<file path="src/hw/uart_pkg.sv">
// ~~~~~~~~~~~~~~~~~~~~~~~~~~~~~~~~~~~~~~~~~~~~~~~~~~~~~~~~~~
// uart package
// baud, frame and transmit queue constants, FSM state types
// ~~~~~~~~~~~~~~~~~~~~~~~~~~~~~~~~~~~~~~~~~~~~~~~~~~~~~~~~~~
`default_nettype none

package uart_pkg;

  // clk cycles per bit time
  localparam int CLKS_PER_BIT = 16;
  localparam int BIT_CNT_W    = $clog2(CLKS_PER_BIT);  // bit-time counter width

  localparam int DATA_BITS = 8;  // 8N1 frame
  localparam int BIT_IDX_W = $clog2(DATA_BITS);

  // transmit queue
  localparam int FIFO_DEPTH = 8;
  localparam int FIFO_AW    = 3;  // log2 of FIFO_DEPTH

  // transmitter FSM
  typedef enum logic [2:0] {
    tx_idle,
    tx_start_bit,
    tx_data_bits,
    tx_stop_bit,
    tx_wait_go_low
  } tx_state_e;

  // receiver FSM
  typedef enum logic [1:0] {
    rx_idle,
    rx_start_bit,
    rx_data_bits,
    rx_stop_bit
  } rx_state_e;

endpackage

`default_nettype wire

</file>
<file path="src/hw/tx_fifo.sv">
// ~~~~~~~~~~~~~~~~~~~~~~~~~~~~~~~~~~~~~~~~~~~~~~~~~~~~~~~~~~
// transmit queue
// valid/ready byte input, head byte handed on with go/bsy
// ~~~~~~~~~~~~~~~~~~~~~~~~~~~~~~~~~~~~~~~~~~~~~~~~~~~~~~~~~~
`default_nettype none

module tx_fifo
  import uart_pkg::*;
(
  input  wire        clk,
  input  wire        rst_n,

  input  wire  [7:0] in_data,
  input  wire        in_valid,
  output logic       in_ready,

  output logic       go,       // head byte waiting to be sent
  input  wire        bsy,      // transmitter busy with the head byte
  output logic [7:0] tx_byte   // head byte, stable until retired
);

  logic [7:0]         mem [FIFO_DEPTH];
  logic [FIFO_AW-1:0] wr_ptr;
  logic [FIFO_AW-1:0] rd_ptr;
  logic [FIFO_AW:0]   count;    // one extra bit to hold FIFO_DEPTH

  logic bsy_q;      // previous bsy for edge detect
  logic go_hold;    // forces go low for one cycle after a pop
  logic bsy_fall;
  logic push;
  logic pop;

  assign in_ready = (count != (FIFO_AW+1)'(FIFO_DEPTH));
  assign push     = in_valid && in_ready;

  // frame finished when bsy drops, the head is then retired
  assign bsy_fall = bsy_q && !bsy;
  assign pop      = bsy_fall && (count != '0);

  // go stays low for a cycle after each pop so the transmitter
  // sees the acknowledge and returns to idle
  assign go      = (count != '0) && !go_hold;
  assign tx_byte = mem[rd_ptr];

  always_ff @(posedge clk) begin
    if (push) begin
      mem[wr_ptr] <= in_data;
    end
  end

  always_ff @(posedge clk) begin
    if (!rst_n) begin
      wr_ptr  <= '0;
      rd_ptr  <= '0;
      count   <= '0;
      bsy_q   <= 1'b0;
      go_hold <= 1'b0;
    end else begin
      bsy_q   <= bsy;
      go_hold <= pop;

      if (push) begin
        wr_ptr <= wr_ptr + 1'b1;  // wraps at FIFO_DEPTH
      end
      if (pop) begin
        rd_ptr <= rd_ptr + 1'b1;
      end

      unique case ({push, pop})
        2'b10:   count <= count + 1'b1;
        2'b01:   count <= count - 1'b1;
        default: count <= count;  // both or neither
      endcase
    end
  end

endmodule

`default_nettype wire

</file>
<file path="src/hw/uart_tx.sv">
// ~~~~~~~~~~~~~~~~~~~~~~~~~~~~~~~~~~~~~~~~~~~~~~~~~~~~~~~~~~
// uart transmitter
// shifts out 8N1 frames, started by go and acknowledged by go low
// ~~~~~~~~~~~~~~~~~~~~~~~~~~~~~~~~~~~~~~~~~~~~~~~~~~~~~~~~~~
`default_nettype none

module uart_tx
  import uart_pkg::*;
(
  input  wire        clk,
  input  wire        rst_n,

  input  wire  [7:0] tx_byte,  // byte to send, held while go is high
  input  wire        go,       // start request, dropped once bsy has fallen

  output logic       bsy,      // high from start bit to end of stop bit
  output logic       tx_line   // serial output, idles high
);

  localparam logic [BIT_CNT_W-1:0] BIT_LAST = BIT_CNT_W'(CLKS_PER_BIT - 1);
  localparam logic [BIT_IDX_W-1:0] IDX_LAST = BIT_IDX_W'(DATA_BITS - 1);

  tx_state_e            state;
  logic [BIT_CNT_W-1:0] bit_timer;  // cycles left in the current bit
  logic [BIT_IDX_W-1:0] bit_idx;    // data bit now on the line

  always_ff @(posedge clk) begin
    if (!rst_n) begin
      state     <= tx_idle;
      bit_timer <= '0;
      bit_idx   <= '0;
      tx_line   <= 1'b1;
      bsy       <= 1'b0;
    end else begin
      unique case (state)

        tx_idle: begin
          if (go) begin
            // first cycle of the start bit goes out on this edge
            tx_line   <= 1'b0;
            bsy       <= 1'b1;
            bit_timer <= BIT_LAST;
            state     <= tx_start_bit;
          end
        end

        tx_start_bit: begin
          bit_timer <= bit_timer - 1'b1;
          if (bit_timer == '0) begin
            tx_line   <= tx_byte[0];  // lsb first
            bit_idx   <= '0;
            bit_timer <= BIT_LAST;
            state     <= tx_data_bits;
          end
        end

        tx_data_bits: begin
          bit_timer <= bit_timer - 1'b1;
          if (bit_timer == '0) begin
            bit_timer <= BIT_LAST;
            if (bit_idx == IDX_LAST) begin
              tx_line <= 1'b1;  // stop bit
              bit_idx <= '0;
              state   <= tx_stop_bit;
            end else begin
              tx_line <= tx_byte[bit_idx + 1'b1];
              bit_idx <= bit_idx + 1'b1;
            end
          end
        end

        tx_stop_bit: begin
          bit_timer <= bit_timer - 1'b1;
          if (bit_timer == '0) begin
            // line stays high, frame is complete
            bsy   <= 1'b0;
            state <= tx_wait_go_low;
          end
        end

        tx_wait_go_low: begin
          // the queue drops go once it has retired the byte
          if (!go) begin
            state <= tx_idle;
          end
        end

        default: begin
          state   <= tx_idle;
          tx_line <= 1'b1;
          bsy     <= 1'b0;
        end

      endcase
    end
  end

endmodule

`default_nettype wire

</file>
<file path="src/hw/uart_rx.sv">
// ~~~~~~~~~~~~~~~~~~~~~~~~~~~~~~~~~~~~~~~~~~~~~~~~~~~~~~~~~~
// uart receiver
// mid-bit sampling of 8N1 frames into a valid/ready holding reg
// ~~~~~~~~~~~~~~~~~~~~~~~~~~~~~~~~~~~~~~~~~~~~~~~~~~~~~~~~~~
`default_nettype none

module uart_rx
  import uart_pkg::*;
(
  input  wire        clk,
  input  wire        rst_n,

  input  wire        rx_line,       // asynchronous serial input

  output logic [7:0] rx_data,
  output logic       rx_valid,
  input  wire        rx_ready,

  output logic       rx_frame_err,  // one-cycle pulse, stop bit was low
  output logic       rx_overrun     // one-cycle pulse, new byte dropped
);

  localparam logic [BIT_CNT_W-1:0] BIT_LAST  = BIT_CNT_W'(CLKS_PER_BIT - 1);
  localparam logic [BIT_CNT_W-1:0] HALF_LAST = BIT_CNT_W'(CLKS_PER_BIT / 2 - 1);
  localparam logic [BIT_IDX_W-1:0] IDX_LAST  = BIT_IDX_W'(DATA_BITS - 1);

  logic rx_meta;   // first synchronizer stage
  logic rx_sync;   // second stage, safe to use
  logic rx_prev;   // delayed copy for edge detect

  rx_state_e            state;
  logic [BIT_CNT_W-1:0] bit_timer;
  logic [BIT_IDX_W-1:0] bit_idx;
  logic [7:0]           shift_reg;

  logic start_edge;
  logic hold_full;

  assign start_edge = rx_prev && !rx_sync;
  assign hold_full  = rx_valid && !rx_ready;  // byte not taken this cycle

  // line idles high, so the flops reset to 1 to avoid a false start
  always_ff @(posedge clk) begin
    if (!rst_n) begin
      rx_meta <= 1'b1;
      rx_sync <= 1'b1;
      rx_prev <= 1'b1;
    end else begin
      rx_meta <= rx_line;
      rx_sync <= rx_meta;
      rx_prev <= rx_sync;
    end
  end

  always_ff @(posedge clk) begin
    if (!rst_n) begin
      state        <= rx_idle;
      bit_timer    <= '0;
      bit_idx      <= '0;
      rx_valid     <= 1'b0;
      rx_frame_err <= 1'b0;
      rx_overrun   <= 1'b0;
    end else begin
      rx_frame_err <= 1'b0;
      rx_overrun   <= 1'b0;
      if (rx_valid && rx_ready) begin
        rx_valid <= 1'b0;  // consumer took the byte
      end

      unique case (state)

        rx_idle: begin
          if (start_edge) begin
            bit_timer <= HALF_LAST;  // go to the middle of the start bit
            state     <= rx_start_bit;
          end
        end

        rx_start_bit: begin
          bit_timer <= bit_timer - 1'b1;
          if (bit_timer == '0) begin
            if (!rx_sync) begin
              bit_timer <= BIT_LAST;
              bit_idx   <= '0;
              state     <= rx_data_bits;
            end else begin
              state <= rx_idle;  // glitch, not a real start bit
            end
          end
        end

        rx_data_bits: begin
          bit_timer <= bit_timer - 1'b1;
          if (bit_timer == '0) begin
            bit_timer <= BIT_LAST;
            bit_idx   <= bit_idx + 1'b1;
            if (bit_idx == IDX_LAST) begin
              state <= rx_stop_bit;
            end
          end
        end

        rx_stop_bit: begin
          bit_timer <= bit_timer - 1'b1;
          if (bit_timer == '0) begin
            rx_frame_err <= !rx_sync;
            if (hold_full) begin
              rx_overrun <= 1'b1;  // keep the older byte
            end else begin
              rx_valid <= 1'b1;  // delivered even with a bad stop bit
            end
            state <= rx_idle;
          end
        end

        default: state <= rx_idle;

      endcase
    end
  end

  // data path, lsb arrives first and ends up in bit 0
  always_ff @(posedge clk) begin
    if (state == rx_data_bits && bit_timer == '0) begin
      shift_reg <= {rx_sync, shift_reg[7:1]};
    end
    if (state == rx_stop_bit && bit_timer == '0 && !hold_full) begin
      rx_data <= shift_reg;
    end
  end

endmodule

`default_nettype wire

</file>
<file path="src/hw/uart_top.sv">
// ~~~~~~~~~~~~~~~~~~~~~~~~~~~~~~~~~~~~~~~~~~~~~~~~~~~~~~~~~~
// uart subsystem
// transmit queue and transmitter, plus the frame receiver
// ~~~~~~~~~~~~~~~~~~~~~~~~~~~~~~~~~~~~~~~~~~~~~~~~~~~~~~~~~~
`default_nettype none

module uart_top (
  input  wire        clk,
  input  wire        rst_n,

  // transmit byte input
  input  wire  [7:0] in_data,
  input  wire        in_valid,
  output wire        in_ready,

  // serial lines
  output wire        tx_line,
  input  wire        rx_line,

  // receive byte output
  output wire  [7:0] rx_data,
  output wire        rx_valid,
  input  wire        rx_ready,

  // status
  output wire        tx_busy,
  output wire        rx_frame_err,
  output wire        rx_overrun
);

  // go/bsy link between queue and transmitter
  wire       go;
  wire       bsy;
  wire [7:0] tx_byte;

  assign tx_busy = bsy;

  tx_fifo u_tx_fifo (
    .clk      (clk),
    .rst_n    (rst_n),
    .in_data  (in_data),
    .in_valid (in_valid),
    .in_ready (in_ready),
    .go       (go),
    .bsy      (bsy),
    .tx_byte  (tx_byte)
  );

  uart_tx u_uart_tx (
    .clk     (clk),
    .rst_n   (rst_n),
    .tx_byte (tx_byte),
    .go      (go),
    .bsy     (bsy),
    .tx_line (tx_line)
  );

  uart_rx u_uart_rx (
    .clk          (clk),
    .rst_n        (rst_n),
    .rx_line      (rx_line),   // synchronized inside
    .rx_data      (rx_data),
    .rx_valid     (rx_valid),
    .rx_ready     (rx_ready),
    .rx_frame_err (rx_frame_err),
    .rx_overrun   (rx_overrun)
  );

endmodule

`default_nettype wire

</file>
<file path="config.mk">
export PLATFORM = sky130hd
export DESIGN_NAME = uart_top
export DESIGN_NICKNAME = d
export VERILOG_FILES = /design/src/hw/uart_pkg.sv /design/src/hw/tx_fifo.sv /design/src/hw/uart_tx.sv /design/src/hw/uart_rx.sv /design/src/hw/uart_top.sv
export SDC_FILE = /design/constraint.sdc
export NUM_CORES = 1
export LEC_CHECK = 0
export ABC_AREA = 0
export BUFFER_PORTS_ARGS = -buffer_cell sky130_fd_sc_hd__buf_2
export CAP_MARGIN = 15
export CORE_ASPECT_RATIO = 1.1
export CORE_MARGIN = 10
export CORE_UTILIZATION = 40
export CTS_BUF_LIST = sky130_fd_sc_hd__clkbuf_2 sky130_fd_sc_hd__clkbuf_4 sky130_fd_sc_hd__clkbuf_8
export DETAILED_ROUTE_END_ITERATION = 16
export GPL_TIMING_DRIVEN = 0
export PLACE_DENSITY = 0.53
export SETUP_SLACK_MARGIN = 0.2
export SLEW_MARGIN = 30
export SYNTH_ARGS = -nofsm -noshare
export SYNTH_HDL_FRONTEND = slang
export SYNTH_HIERARCHICAL = 1
export SYNTH_SLANG_ARGS = --single-unit
</file>
<file path="constraint.sdc">
create_clock -name clk -period 3.33 [get_ports clk]
set_input_delay 0.333 -clock clk [delete_from_list [all_inputs] [get_ports clk]]
set_output_delay 0.333 -clock clk [all_outputs]
set_load 0.02 [all_outputs]
</file>
==> impl_metrics.env, run 1 <==
export IMPL_status="completed"
export IMPL_fin_crit_ns=2.854
export IMPL_endpoint_kind="flip-flop"
export IMPL_largest_reg_flops=64
export IMPL_dp_hpwl_mm=6.628
export IMPL_arrival_ns=3.15
export IMPL_clk_latency_ns=0.43
export IMPL_pin_count=27
export IMPL_hold_end="u_uart_rx/rx_meta"
export IMPL_setup_viol=0
export IMPL_cts_root_buf="clkbuf_8"
export IMPL_area_delta_synth_final_pct=15.16
export IMPL_ctsHoldBuffers=0
export IMPL_via_per_inst=5.205
export IMPL_multi_input_area_sq_um=1785
export IMPL_clock_fmax_mhz=350.4
export IMPL_synthCells=350
export IMPL_cp_max_fo=10
export IMPL_antenna_found_initial=0
export IMPL_cts_buffers=17
export IMPL_power_density_nw_per_um2=627.3
export IMPL_p_total_w=0.003698
export IMPL_hp_start="rx_line"
export IMPL_grt_pass1_wl_mm=16.02
export IMPL_seqCellArea_sq_um=3243
export IMPL_place_inst=539
export IMPL_leakagePower_nw=2.074
export IMPL_nFillCells=1143
export IMPL_report_final_slew_viol_count=0
export IMPL_vias=2972
export IMPL_track_usage_pct=11.54
export IMPL_ys_warn_count=6
export IMPL_nets=425
export IMPL_rrSetupSlack_ns=0.48
export IMPL_peakVddDrop_mv=0.3646
export IMPL_synth_distinct_cells=62
export IMPL_final_setup_tns_ns=0
export IMPL_ant_nets=0
export IMPL_hold_path_depth=2
export IMPL_final_area_sq_um=5894
export IMPL_die_height_um=138.6
export IMPL_r2r_cells=8
export IMPL_drive_above_1_share_pct=28.99
export IMPL_worstPathRequired_ns=3.63
export IMPL_worstReg2RegEnd="u_uart_tx/tx_line"
export IMPL_postPlaceCellArea_sq_um=5514
export IMPL_die_area_sq_um=17730
export IMPL_cts_resized_gates=0
export IMPL_max_clock_path_buffers=2
export IMPL_syn_cell_area_sq_um=5119
export IMPL_yosysSeqAreaShare_pct=63.36
export IMPL_core_area_sq_um=12590
export IMPL_synthFlopType="edfxtp_1"
export IMPL_synth_edff_count=80
export IMPL_start_util_pct=40.66
export IMPL_cts_tree="done"
export IMPL_drc=0
export IMPL_fin_cells=571
export IMPL_maxSlewHeadroom_pct=41.52
export IMPL_path_class="reg -> reg"
export IMPL_port_buffers=26
export IMPL_overflow=0
export IMPL_die_w_um=127.9
export IMPL_num_rows=43
export IMPL_synthArstFlopShare_pct=0
export IMPL_place_congestion=0.7154
export IMPL_clock_skew_ns=0.006629
export IMPL_ys_seq_elements=122
export IMPL_htree_num_levels=4
export IMPL_grt_pass1_vias=3098
export IMPL_post_cts_setup_buffer_count=0
export IMPL_grt_max_degree=17
export IMPL_period_share_pct=85.69
export IMPL_wire_per_inst_um=16.65
export IMPL_diodes=0
export IMPL_postSynthNetCount=374
export IMPL_synth_area_per_cell_sq_um=14.62
export IMPL_first_pass_iters=4
export IMPL_cap_violations=0
export IMPL_min_path_type="in -> reg"
export IMPL_crit_path_start_kind="flip-flop"
export IMPL_final_hold_violation_count=0
export IMPL_cts_num_sinks=122
export IMPL_drt_total_wl_mm=9.509
export IMPL_rsz0062_at_grt="no"
export IMPL_worstMarginPinSlew_ns=0.8740
export IMPL_clk_pin_slew_worst_paths_ns=0.06
export IMPL_drt_initial_drc_count=192
routing by layer:
metal | wire [um] | up-vias | global-route usage [%] | part of all wire [%]
met2 | 4830 | 47 | 18.44 | 51
met4 | 174 | 0 | 5.279 | 1.8
met3 | 365 | 13 | 3.977 | 3.8
met5 | 0 | - | 0 | 0
met1 | 4139 | 1473 | 13.59 | 44
li1 | - | 1439 | - | -
layout by cell type, fill, tap and decap left out, types with 3 or more instances in the layout:
cell	synthesis	final
nor2b_1	7	7
clkbuf_8	0	20
ha_1	11	11
xnor2_1	4	4
xor2_1	4	4
buf_2	2	29
a311oi_1	3	3
mux2_2	9	9
or3_1	3	3
nand3_1	6	6
mux4_2	17	17
mux2i_1	5	5
dfxtp_1	42	42
nor3_1	9	5
nand2b_1	10	10
clkinv_2	0	3
buf_4	4	9
nor3b_2	3	3
edfxtp_1	80	80
clkbuf_4	0	8
nor2_1	13	13
nor3_2	1	5
o22ai_1	3	3
a21oi_1	13	13
a211oi_1	4	4
o21ai_0	6	6
nor3b_1	5	5
and2_1	7	7
nand2_1	22	22
inv_1	9	9
worst max-delay path by stage:
stage	startpoint	end	cells past startpoint
6_report	flip-flop	u_uart_tx/tx_line	8
5_1_grt	flip-flop	u_uart_tx/tx_line	8
4_1_cts	flip-flop	u_uart_tx/tx_line	8
3_5_place_dp	flip-flop	u_uart_tx/tx_line	8
3_3_place_gp	flip-flop	u_uart_tx/tx_line	8
2_1_floorplan	flip-flop	u_uart_tx/tx_line	8
cell usage after synthesis, drive strengths merged (2+ instances only):
master / number / area (sq um)
a211oi: 6 / 55.05
or2: 4 / 27.53
mux2i: 5 / 50.05
nor4: 2 / 12.51
mux2: 9 / 101.4
nand3: 6 / 30.03
a21oi: 15 / 82.58
nor2: 14 / 55.06
and2: 7 / 43.79
nor3: 10 / 55.05
dfxtp: 42 / 840.8
nor3b: 8 / 75.08
nand4: 2 / 12.51
ha: 11 / 137.6
and2b: 2 / 15.01
or4b: 2 / 20.02
o21a: 2 / 15.01
nand2b: 10 / 62.56
o22ai: 3 / 18.77
or3: 3 / 18.77
buf: 10 / 70.07
xor2: 4 / 35.03
edfxtp: 80 / 2402
inv: 9 / 33.78
xnor2: 4 / 35.03
a311oi: 3 / 26.28
o21ai: 6 / 30.03
nor2b: 7 / 43.79
a21boi: 2 / 15.02
nand2: 23 / 93.84
clkbuf: 2 / 8.750
mux4: 18 / 409.2
o21bai: 2 / 15.01
a21o: 2 / 15.01
nand3b: 2 / 15.01
area by class of cell:
class	count	area share [%]
buffer	12	1.337
clock buffer	28	5.689
clock inverter	4	0.7642
inverter	10	0.6368
multi-input combinational	206	30.29
sequential	122	55.02
tap	157	3.333
timing repair buffer	32	2.929
cells by family (layout without fill, tap and decap cells):
| logic type | count (synthesis) | count (layout) | synth area share (%) |
|---|---|---|---|
| AO/OA/AOI/OAI | 47 | 47 | 6.722 |
| XOR/XNOR | 8 | 8 | 1.369 |
| adder cells (fa/ha/maj) | 11 | 11 | 2.689 |
| buffers and inverters | 22 | 86 | 2.273 |
| flip-flops | 122 | 122 | 63.36 |
| multiplexers | 32 | 32 | 10.95 |
| AND/OR/NAND/NOR | 108 | 108 | 12.64 |
critical path, cell delays in order (launching register included):
cell and delay [ns]:
dfxtp_1 0.31, clkbuf_2 0.22, buf_1 0.56, mux4_2 0.40
mux2_2 0.28, mux4_2 0.48, nor2b_1 0.15, a211oi_2 0.23
o311ai_1 0.10
power by group:
part           switching (W)  total (W)  internal [W]  leakage [nW]
registers          0.0000873    0.00179       0.00170          1.07
logic               0.000359   0.000675      0.000316         0.799
clock network       0.000523    0.00124      0.000712         0.206
total               0.000970    0.00370       0.00273          2.07
per-stage QoR:
stage,utilization [%],hold slack [ns],setup WS [ns]
after floorplan,-,0.3863,0.9171
after global placement,43.25,0.3896,0.4241
after detailed placement,43.80,0.4001,0.4477
after CTS,46.82,0.04459,0.4386
after global routing,46.82,0.06067,0.3294
final,46.82,0.08157,0.4764
(Power assumes the default switching activity.)
==> run 2, diff against run 1 <==
- BUFFER_PORTS_ARGS: -buffer_cell sky130_fd_sc_hd__buf_2 -> not set
- DONT_BUFFER_PORTS: not set -> 1
- PLACE_DENSITY: 0.53 -> 0.51
==> impl_metrics.env, run 2 (synthesis gave the netlist of run 1 again) <==
export IMPL_place_inst=510
export IMPL_cap_violations=0
export IMPL_layout_cells_most_common="edfxtp_1"
export IMPL_vias=2923
export IMPL_drt_total_wl_mm=9.915
export IMPL_worstPathRequired_ns=3.64
export IMPL_drive_above_1_share_pct=23.60
export IMPL_start_util_pct=40.66
export IMPL_first_pass_iters=4
export IMPL_seqCellArea_sq_um=3243
export IMPL_path_class="reg -> reg"
export IMPL_status="completed"
export IMPL_overflow=0
export IMPL_arrival_ns=3.00
export IMPL_die_height_um=138.6
export IMPL_nets=405
export IMPL_drc=0
export IMPL_cts_resized_gates=0
export IMPL_utilization_pct=47.19
export IMPL_via_per_inst=5.305
export IMPL_endpoint_kind="flip-flop"
export IMPL_diodes=0
export IMPL_dp_hpwl_mm=6.591
export IMPL_clock_skew_ns=0.01245
export IMPL_num_rows=43
export IMPL_dp_slack_ns=0.3427
export IMPL_core_area_sq_um=12590
export IMPL_maxSlewHeadroom_pct=33.26
export IMPL_clock_fmax_mhz=371.1
export IMPL_pin_count=27
export IMPL_track_usage_pct=11.81
export IMPL_clk_latency_ns=0.43
export IMPL_crit_path_start_kind="flip-flop"
export IMPL_rsz0062_at_grt="no"
export IMPL_fin_cells=551
export IMPL_final_setup_tns_ns=0
export IMPL_fin_crit_ns=2.695
export IMPL_worstMarginPinSlew_ns=0.9975
export IMPL_grt_pass1_vias=2933
export IMPL_setup_viol=0
export IMPL_post_cts_setup_buffer_count=0
export IMPL_worst_slack_ns=0.6352
export IMPL_multi_input_area_sq_um=1790
export IMPL_wire_per_inst_um=17.99
export IMPL_final_hold_violation_count=0
export IMPL_peakVddDrop_mv=0.2611
export IMPL_area_delta_synth_final_pct=16.06
export IMPL_antenna_found_initial=0
export IMPL_grt_max_degree=17
export IMPL_htree_num_levels=4
export IMPL_layout_common_cells="edfxtp_1, dfxtp_1, nand2_1"
export IMPL_min_path_type="in -> reg"
export IMPL_port_buffers=0
export IMPL_cts_num_sinks=122
export IMPL_power_density_nw_per_um2=672.4
export IMPL_largest_reg_flops=64
export IMPL_report_final_slew_viol_count=0
export IMPL_die_area_sq_um=17730
export IMPL_die_w_um=127.9
export IMPL_cts_buffers=17
export IMPL_max_clock_path_buffers=2
export IMPL_grt_pass1_wl_mm=16.24
export IMPL_nFillCells=1114
export IMPL_place_congestion=0.7371
export IMPL_cts_root_buf="clkbuf_8"
export IMPL_drt_initial_drc_count=185
export IMPL_ant_nets=0
export IMPL_clk_pin_slew_worst_paths_ns=0.07
export IMPL_leakagePower_nw=2.016
export IMPL_period_share_pct=80.92
export IMPL_hold_slack_ns=0.03952
export IMPL_cp_max_fo=10
export IMPL_cts_tree="done"
[run 2: cell types whose count changed in the layout (fill, tap and decap cells not counted), sizes merged]
cell and delta:
bufinv +4, clkbuf -9, clkinv -1, inv +3, clkinvlp +3, dlygate4sd3 +10
buf -30
[run 2: what timing repair did]
item | 4_1_cts | 5_1_grt
endpoints found under the setup margin | 0 | 1
hold endpoints to repair | 66 | 0
hold buffers | 10 | 0
[run 2: metrics by stage]
step	instance area, sq um	power [W]
global placement	5315	0.002457
detailed placement	5365	0.002477
global route	5941	0.004219
finish	5941	0.003994
CTS	5939	0.004046
floorplan	5119	0.002331
[run 2: path summary, 6_finish.rpt]
path | start | end | slack [ns] | depth (start not counted)
setup / recovery | flip-flop | u_uart_tx/tx_line | 0.64 | 8
hold / removal | rst_n | u_uart_tx/bit_timer[1] | 0.04 | 2
setup reg to reg | flip-flop | u_uart_tx/tx_line | 0.64 | 8
hold reg to reg | u_uart_rx/rx_meta | u_uart_rx/rx_sync | 0.42 | 1
[run 2: worst max-delay path: stages (launching register included)]
cell and delay (ns):
dfxtp_1 0.31, buf_4 0.19, buf_4 0.29, mux4_2 0.53, mux2_2 0.30, mux4_2 0.49
nor2b_1 0.15, a211oi_2 0.21, o311ai_1 0.10
[run 2: report_power, final]
group          internal, W  total (W)  switching [W]
registers          0.00170    0.00180      0.0000994
logic             0.000312   0.000657       0.000345
clock network     0.000938    0.00154       0.000601
[run 2: final cells by class]
type                    count  area share (%)
multi-input cells         206           30.14
flip-flops and latches    122           54.59
plain buffers              11           1.264
clock buffers              19           4.402
clock inverters            13           3.580
repair buffers             13           2.085
inverters                  10          0.6318
well taps                 157           3.307
[run 2: routing by layer]
layer | GRT usage, % | wire [um]
met1 | 15.14 | 4538
met2 | 18.04 | 4871
met3 | 3.556 | 373
met4 | 4.982 | 132
met5 | 0 | 0
